`config.mk`:
```
export PLATFORM = sky130hd
export DESIGN_NAME = rpRegs
export DESIGN_NICKNAME = d
export VERILOG_FILES = /design/src/hw/rp_pkg.sv /design/src/hw/rpRegs.sv /design/src/hw/rpAddress.sv /design/src/hw/rpOffset.sv /design/src/hw/rpControl.sv
export VERILOG_INCLUDE_DIRS = /design/src /design/src/hw
export SDC_FILE = /design/constraint.sdc
export NUM_CORES = 1
export LEC_CHECK = 0
export BUFFER_PORTS_ARGS = -buffer_cell sky130_fd_sc_hd__clkbuf_2
export CAP_MARGIN = 20
export CORE_MARGIN = 4
export CORE_UTILIZATION = 23
export DETAILED_ROUTE_END_ITERATION = 7
export PLACE_DENSITY_LB_ADDON = 0.25
export SLEW_MARGIN = 40
export SYNTH_ARGS = -nofsm -noshare
export SYNTH_HDL_FRONTEND = slang
export SYNTH_HIERARCHICAL = 1
export SYNTH_SLANG_ARGS = --single-unit
```
`constraint.sdc`:
```
create_clock -name clk -period 1.4 [get_ports clk]
set_input_delay 0.07 -clock clk [delete_from_list [all_inputs] [get_ports clk]]
set_output_delay 0.07 -clock clk [all_outputs]
set_load 0.05 [all_outputs]
```
`src/hw/rp_config.svh`:
```
// RP drive register file configuration
// Massbus register addresses, CS1 function codes (go bit included)
// and the fixed drive timing and geometry limits

`ifndef RP_CONFIG_SVH
`define RP_CONFIG_SVH

////////////////////
// Register addresses
////////////////////
`define RP_ADDR_CS1     5'o00
`define RP_ADDR_DS      5'o01
`define RP_ADDR_DA      5'o05
`define RP_ADDR_OF      5'o11
`define RP_ADDR_DC      5'o12

////////////////////
// CS1 function codes
////////////////////
`define RP_FUN_NOP      6'o01
`define RP_FUN_SEEK     6'o05
`define RP_FUN_DRVCLR   6'o11
`define RP_FUN_OFFSET   6'o15
`define RP_FUN_CENTER   6'o17
`define RP_FUN_PRESET   6'o21
`define RP_FUN_WRITE    6'o61
`define RP_FUN_WRITEH   6'o63

// Busy cycles per seek
`define RP_SEEK_CYCLES  16
// Highest legal cylinder
`define RP_CYL_MAX      814

`endif
```
`src/hw/rp_pkg.sv`:
```
// RP drive shared types
// Bus request, command strobes and the register field layouts
// of OF, DA and DS

package rp_pkg;

   // Register port request, one per cycle
   typedef struct packed
   {
      logic        wrStb;
      logic        rdStb;
      logic [4:0]  addr;
      logic [35:0] data;
   } rpBus_t;

   // One-cycle command strobes from the function decoder
   typedef struct packed
   {
      logic devReset;
      logic cmdCenter;
      logic cmdPreset;
      logic cmdSeek;
      logic cmdWrite;
      logic cmdWriteH;
   } rpCmd_t;

   ////////////////////
   // Offset register
   ////////////////////
   typedef struct packed
   {
      logic [2:0] rsvd15;
      logic       fmt22;
      logic       eci;
      logic       hci;
      logic [1:0] rsvd9;
      logic       ofd;
      logic [6:0] ofs;
   } rpOf_t;

   // Desired track and sector
   typedef struct packed
   {
      logic [2:0] rsvd15;
      logic [4:0] track;
      logic [2:0] rsvd7;
      logic [4:0] sector;
   } rpDa_t;

   // Drive status, unused bits read zero
   typedef struct packed
   {
      logic       ata;
      logic       ilf;
      logic       iae;
      logic [4:0] rsvd12;
      logic       dry;
      logic [6:0] rsvd6;
   } rpDs_t;

endpackage

```
`src/hw/rpRegs.sv`:
```
// RP drive register file top
// Control and status on one side, offset and desired address
// registers on the other, all fed from the same register port

`timescale 1ns/1ps

module rpRegs
(
   input  logic              clk,
   input  logic              rpPRESET,
   input  rp_pkg::rpBus_t    bus,
   output logic [15:0]       rdData,
   output logic              rdAck,
   output logic              ata
);

   // Control to datapath
   rp_pkg::rpCmd_t cmd;
   logic           dry;

   // Datapath back to the read mux
   rp_pkg::rpOf_t  of;
   rp_pkg::rpDa_t  da;
   logic [15:0]    dc;

   ////////////////////
   // Control and status
   ////////////////////
   rpControl rpControl_inst
   (
      .clk      (clk),
      .rpPRESET (rpPRESET),
      .bus      (bus),
      .of       (of),
      .da       (da),
      .dc       (dc),
      .cmd      (cmd),
      .dry      (dry),
      .rdData   (rdData),
      .rdAck    (rdAck),
      .ata      (ata)
   );

   // Offset register
   rpOffset rpOffset_inst
   (
      .clk      (clk),
      .rpPRESET (rpPRESET),
      .bus      (bus),
      .cmd      (cmd),
      .dry      (dry),
      .of       (of)
   );

   // Desired address registers
   rpAddress rpAddress_inst
   (
      .clk      (clk),
      .rpPRESET (rpPRESET),
      .bus      (bus),
      .cmd      (cmd),
      .dry      (dry),
      .da       (da),
      .dc       (dc)
   );

endmodule

```
`src/hw/rpAddress.sv`:
```
// RP desired address registers
// DA holds the desired track and sector, DC the desired cylinder;
// both take writes only while the drive is ready and clear on preset

`timescale 1ns/1ps

`include "rp_config.svh"

module rpAddress
(
   input  logic              clk,
   input  logic              rpPRESET,
   input  rp_pkg::rpBus_t    bus,
   input  rp_pkg::rpCmd_t    cmd,
   input  logic              dry,
   output rp_pkg::rpDa_t     da,
   output logic [15:0]       dc
);

   logic       daWr;
   logic       dcWr;
   logic [4:0] track;
   logic [4:0] sector;
   logic [9:0] cyl;

   // Write decode, gated by drive ready
   assign daWr = bus.wrStb && (bus.addr == `RP_ADDR_DA) && dry;
   assign dcWr = bus.wrStb && (bus.addr == `RP_ADDR_DC) && dry;

   ////////////////////
   // Track and sector
   ////////////////////
   always_ff @(posedge clk)
   begin
      if (rpPRESET || cmd.cmdPreset)
      begin
         track  <= '0;
         sector <= '0;
      end
      else if (daWr)
      begin
         track  <= bus.data[12:8];
         sector <= bus.data[4:0];
      end
   end

   // Cylinder, range checked in control
   always_ff @(posedge clk)
   begin
      if (rpPRESET || cmd.cmdPreset)
         cyl <= '0;
      else if (dcWr)
         cyl <= bus.data[9:0];
   end

   assign da = '{rsvd15: 3'b0, track: track, rsvd7: 3'b0, sector: sector};
   assign dc = {6'b0, cyl};

endmodule

```
`src/hw/rpOffset.sv`:
```
// RP offset register (OF)
// Format, ECC inhibit and header inhibit bits survive most commands;
// the head offset direction and amount are dropped by any command
// that moves or recenters the heads

`timescale 1ns/1ps

`include "rp_config.svh"

module rpOffset
(
   input  logic              clk,
   input  logic              rpPRESET,
   input  rp_pkg::rpBus_t    bus,
   input  rp_pkg::rpCmd_t    cmd,
   input  logic              dry,
   output rp_pkg::rpOf_t     of
);

   logic       ofWr;
   logic       ofClr;
   logic       fmt22;
   logic       eci;
   logic       hci;
   logic       ofd;
   logic [6:0] ofs;

   // Only loads on a ready drive
   assign ofWr  = bus.wrStb && (bus.addr == `RP_ADDR_OF) && dry;

   // Any head motion or clear cancels the offset
   assign ofClr = cmd.cmdPreset | cmd.devReset | cmd.cmdCenter |
                  cmd.cmdSeek | cmd.cmdWrite | cmd.cmdWriteH;

   ////////////////////
   // Mode bits
   ////////////////////
   always_ff @(posedge clk)
   begin
      if (rpPRESET || cmd.cmdPreset)
      begin
         fmt22 <= 1'b0;
         eci   <= 1'b0;
         hci   <= 1'b0;
      end
      else if (ofWr)
      begin
         fmt22 <= bus.data[12];
         eci   <= bus.data[11];
         hci   <= bus.data[10];
      end
   end

   ////////////////////
   // Head offset
   ////////////////////
   always_ff @(posedge clk)
   begin
      if (rpPRESET || ofClr)
      begin
         ofd <= 1'b0;
         ofs <= '0;
      end
      else if (ofWr)
      begin
         ofd <= bus.data[7];
         ofs <= bus.data[6:0];
      end
   end

   // Reserved bits read zero
   assign of = '{rsvd15: 3'b0, fmt22: fmt22, eci: eci, hci: hci,
                 rsvd9: 2'b0, ofd: ofd, ofs: ofs};

endmodule

```
`src/hw/rpControl.sv`:
```
// RP drive control
// Decodes CS1 functions into one-cycle command strobes, runs the
// seek timer that owns drive ready, keeps the status bits and
// returns register reads one cycle after the strobe

`timescale 1ns/1ps

`include "rp_config.svh"

module rpControl
(
   input  logic              clk,
   input  logic              rpPRESET,
   input  rp_pkg::rpBus_t    bus,
   input  rp_pkg::rpOf_t     of,
   input  rp_pkg::rpDa_t     da,
   input  logic [15:0]       dc,
   output rp_pkg::rpCmd_t    cmd,
   output logic              dry,
   output logic [15:0]       rdData,
   output logic              rdAck,
   output logic              ata
);

   localparam int SeekW = $clog2(`RP_SEEK_CYCLES);

   logic             cs1Wr;
   logic             cs1Acc;
   logic             goCmd;
   logic             drvClr;
   logic             funLegal;
   logic             seekOk;
   logic [5:0]       funCode;
   logic [4:0]       cs1Fun;
   logic             ilf;
   logic             iae;
   logic [SeekW-1:0] seekCnt;
   rp_pkg::rpDs_t    ds;

   ////////////////////
   // Function decode
   ////////////////////
   assign funCode = bus.data[5:0];
   assign cs1Wr   = bus.wrStb && (bus.addr == `RP_ADDR_CS1);
   // Busy drive only takes drive clear
   assign cs1Acc  = cs1Wr && (dry || funCode == `RP_FUN_DRVCLR);
   // Go bit starts the function
   assign goCmd   = cs1Acc && funCode[0];
   assign drvClr  = goCmd && (funCode == `RP_FUN_DRVCLR);
   assign seekOk  = dc <= 16'(`RP_CYL_MAX);

   always_comb
   begin
      case (funCode)
         `RP_FUN_NOP, `RP_FUN_SEEK, `RP_FUN_DRVCLR, `RP_FUN_OFFSET,
         `RP_FUN_CENTER, `RP_FUN_PRESET, `RP_FUN_WRITE, `RP_FUN_WRITEH:
            funLegal = 1'b1;
         default:
            funLegal = 1'b0;
      endcase
   end

   // Strobes go out the cycle after the CS1 write
   always_ff @(posedge clk)
   begin
      if (rpPRESET)
      begin
         cmd <= '0;
      end
      else
      begin
         cmd <= '0;
         if (goCmd)
         begin
            case (funCode)
               `RP_FUN_DRVCLR: cmd.devReset  <= 1'b1;
               `RP_FUN_CENTER: cmd.cmdCenter <= 1'b1;
               `RP_FUN_PRESET: cmd.cmdPreset <= 1'b1;
               // Out of range seek never starts
               `RP_FUN_SEEK:   cmd.cmdSeek   <= seekOk;
               `RP_FUN_WRITE:  cmd.cmdWrite  <= 1'b1;
               `RP_FUN_WRITEH: cmd.cmdWriteH <= 1'b1;
               default:        cmd           <= '0;
            endcase
         end
      end
   end

   ////////////////////
   // CS1 and error flags
   ////////////////////
   always_ff @(posedge clk)
   begin
      if (rpPRESET)
      begin
         cs1Fun <= '0;
         ilf    <= 1'b0;
         iae    <= 1'b0;
      end
      else
      begin
         if (cs1Acc)
            cs1Fun <= funCode[5:1];
         if (drvClr)
         begin
            ilf <= 1'b0;
            iae <= 1'b0;
         end
         else if (goCmd)
         begin
            // Unknown code
            if (!funLegal)
               ilf <= 1'b1;
            // Cylinder past the last one
            if (funCode == `RP_FUN_SEEK && !seekOk)
               iae <= 1'b1;
         end
      end
   end

   ////////////////////
   // Seek timer
   ////////////////////
   always_ff @(posedge clk)
   begin
      if (rpPRESET)
      begin
         dry     <= 1'b1;
         ata     <= 1'b0;
         seekCnt <= '0;
      end
      else
      begin
         if (drvClr)
            ata <= 1'b0;
         if (cmd.cmdSeek)
         begin
            dry     <= 1'b0;
            seekCnt <= SeekW'(`RP_SEEK_CYCLES - 1);
         end
         else if (!dry)
         begin
            // Seek done, raise attention with ready
            if (seekCnt == '0)
            begin
               dry <= 1'b1;
               ata <= 1'b1;
            end
            else
               seekCnt <= seekCnt - 1'b1;
         end
      end
   end

   // Status word
   assign ds = '{ata: ata, ilf: ilf, iae: iae, rsvd12: 5'b0, dry: dry, rsvd6: 7'b0};

   ////////////////////
   // Read path
   ////////////////////
   always_ff @(posedge clk)
   begin
      if (rpPRESET)
         rdAck <= 1'b0;
      else
         rdAck <= bus.rdStb;
   end

   // Go bit reads back as busy
   always_ff @(posedge clk)
   begin
      if (bus.rdStb)
      begin
         case (bus.addr)
            `RP_ADDR_CS1: rdData <= {10'b0, cs1Fun, ~dry};
            `RP_ADDR_DS:  rdData <= ds;
            `RP_ADDR_DA:  rdData <= da;
            `RP_ADDR_OF:  rdData <= of;
            `RP_ADDR_DC:  rdData <= dc;
            default:      rdData <= '0;
         endcase
      end
   end

endmodule

```
==> results.md <==
- Status: finished, final reports clean
- Slew HR: 0.524
- Num CTS Buffers: 9
- Final GP Congestion: about 0.75
- Seq cells post-synth: between 60 and 70
- Worst slew pin tran: between 0.7 and 0.8 ns
- Largest net degree at the start of global routing: 34
- Die Area: between 0.015 and 0.02 sq mm
- CP endpoint kind: register
- Die extent in x: approximately 130 microns
- Vias in the first global route: between 2,000 and 3,000
- Hpwl dp: approximately 6600 microns
- Achievable frequency: between 0.7 and 0.8 GHz
- Post-CTS Repair Setup Buffers: 0
- Area of the core: roughly 0.013 sq mm
- IO Count: between 60 and 70
- Post-synth cell types: 56
- Layout cells sized above 1: 0.293
- Net count, final: 441
- Final period util: 0.982
- P per Cell Area: about 1100 mW/mm^2
- Crit path arrival time: roughly 1.6 ns
- Required @ worst endpoint: 1.62 ns
- Clock Skews: 0.00661 ns
- Filler cells: ~1,400
- Fin crit period: roughly 1.4 ns
- Register area share after synthesis: 0.471
- Syn_area_per_cell: 9.81 sq um
- Mapped Cells: 325
- Max Buffers Root-to-Sink: 2
- Leakage: approximately 1.7 nW
- Compound-Gate Fraction of Synth Area: 0.150
- Asr flop ratio synth: 0
- Initial antenna violation count: 0
- Clk root buf: clkbuf_16
- Largest family of logic cells by synthesized area: simple AND/OR/NAND/NOR gates
- Die Height: approximately 130 microns
- Clk Latency, worst-skew pair: ~0.33 ns
- Non-Filler Instances: around 580
- Fin Hold WS: about 0.010 ns
- Simple-gate share of the synthesized area: 0.207
- Multiplexer share of the synthesized area: 0.0691
- Synth Flop Type: dfxtp_1
- Max-cap viol count: 0
- Port buffer count: 39
- Clock transition at path regs: around 0.06 ns
- Commonest non-fill, non-tap cell in the layout: dfxtp_1
- GRT overflow: 0
- Worst-path fanout max: 3
- Post-synthesis xor/xnor area fraction: 0.00275
- TritonCTS clock tree: done
- Placed Instances: 555
- Initial DRC count: ~130
- DR vias/cell: 4.45
- Via count: 2,561
- Max Slew Vio Count: 0
- Synth Warn #: 6
- Row count: between 40 and 50
- Final Hold Viols: 0
- All-layer global routing usage: 0.119
- Drt drc: 0
- # H-tree levels: 3
- Most frequent cells in the layout: dfxtp_1 (50), nand2_1 (46), clkbuf_2 (39), buf_4 (33), mux2i_1 (22)
- Area grow syn2layout: 28.4%
- Num Clock Sinks: 67
- Worst VDD drop: about 0.00057 V
- Routed len/inst: approximately 16 microns
- Adder-cell share of the synthesized area: 0.00393
- Pre-antenna DRT Iters: 6
- First-pass GRT wire length: roughly 15,000 microns
- Final setup vio count: 0
- Initial core utilization: 0.238
- RSZ-0062 raised after global routing: false
- Crit Path Category: reg -> reg
- Final ANT Viol Nets: 0
- Startpoint types: register
- Mapped Area: 0.00319 sq mm
- Hold/Removal Path Class: in -> reg
- Antenna Cells: 0
- Post-synth EDFFs: 16
- Routed wire length: 9060 microns
worst paths after layout:
path,from,to,cells after the start,slack (ns)
setup reg to reg,rpAddress_inst/cyl[7],rpControl_inst/iae,5,0.03
hold reg to reg,rpAddress_inst/track[2],rpAddress_inst/track[2],2,0.46
hold / removal,bus[7],rpOffset_inst/ofd,3,0.01
setup / recovery,rpAddress_inst/cyl[7],rpControl_inst/iae,5,0.03
per-layer routing:
| layer | up-vias | global-route usage | wire length, microns |
|---|---|---|---|
| met3 | 7 | 0.0330 | 375 |
| met5 | - | 0 | 0 |
| met1 | 1211 | 0.159 | 4420 |
| met4 | 0 | 0.0325 | 89 |
| li1 | 1294 | - | - |
| met2 | 49 | 0.189 | 4180 |
worst max-delay path, cell delays in order, from the launching register on:
cell	delay, ns
dfxtp_1	0.33
or3_4	0.40
a41oi_2	0.21
o21ai_2	0.13
a31oi_1	0.16
nor2_1	0.05
cells in the mapped netlist (2+ instances only):
cell	n	share of area
nand2b_1	3	0.0059
nor3b_1	2	0.0047
nor2_1	12	0.014
nand2_1	46	0.054
a222oi_1	6	0.019
a22oi_1	19	0.045
a31oi_1	2	0.0039
o21ai_1	10	0.016
clkbuf_1	5	0.0059
a21oi_1	14	0.022
or4_1	2	0.0047
o21ai_0	6	0.0094
nor4_1	4	0.0079
nand3_1	12	0.019
nor4b_2	2	0.0094
dfxtp_1	51	0.32
nor3_1	8	0.013
mux2i_1	22	0.069
or3_1	2	0.0039
buf_4	23	0.054
buf_2	4	0.0063
edfxtp_1	16	0.15
nand4_1	3	0.0059
inv_1	11	0.013
a211oi_1	3	0.0071
o21ai_2	3	0.0082
buf_6	4	0.014
conb_1	2	0.0024
cells by family (layout without fill, tap and decap cells):
family | Yosys count | in the layout
AOI/OAI and AO/OA | 70 | 70
xor gates and xnor gates | 1 | 1
adders and majority gates | 1 | 1
buffers and inverters | 47 | 107
DFF | 67 | 67
muxes | 22 | 22
other | 2 | 17
and+or+nand+nor | 115 | 115
sequential cells by signal, summed over array words and instances (netlist names), 4 cells and up:
register                flops
rpControl_inst/seekCnt      4
rpAddress_inst/cyl         10
rpControl_inst/rdData      16
rpAddress_inst/sector       5
rpControl_inst/cmd          6
rpControl_inst/cs1Fun       5
rpAddress_inst/track        5
rpOffset_inst/ofs           7
report_power, final:
group / leakage (nW) / switching, mW / internal [mW]
combinational: 0.959 / 0.272 / 0.139
sequential: 0.573 / 0.0115 / 2.01
clock: 0.151 / 0.826 / 1.40
total: 1.68 / 1.11 / 3.55
what timing repair did:
action | 4_1_cts | 5_1_grt
endpoints found under the hold margin | 5 | 0
gates resized for setup | 3 | 5
gates cloned | 0 | 0
endpoints found under the setup margin | 1 | 20
pin swaps | 0 | 2
hold buffers | 5 | 0
per-stage QoR:
stage | util | setup TNS [ns] | total power [mW] | instance area (sq um) | setup WS [ns]
6_report | 0.305 | 0 | 4.66 | 4090 | 0.0251
4_1_cts | 0.304 | 0 | 4.70 | 4080 | 0.00870
3_5_place_dp | 0.277 | -1.19 | 2.46 | 3720 | -0.188
2_1_floorplan | - | -0.0124 | 2.30 | 3240 | -0.0124
5_1_grt | 0.305 | 0 | 4.84 | 4090 | 0.000773
3_3_place_gp | 0.277 | -4.43 | 2.46 | 3710 | -0.382
final cells by class:
cell class | count | area, sq um | area share
flip-flops and latches | 67 | 1500 | 0.367
multi-input cells | 226 | 1470 | 0.360
repair buffers | 80 | 553 | 0.135
clock buffers | 13 | 282 | 0.0688
well taps | 176 | 220 | 0.0538
inverters | 11 | 41.3 | 0.0101
clock inverters | 3 | 18.8 | 0.00459
Power figures use the tool's default switching activity.
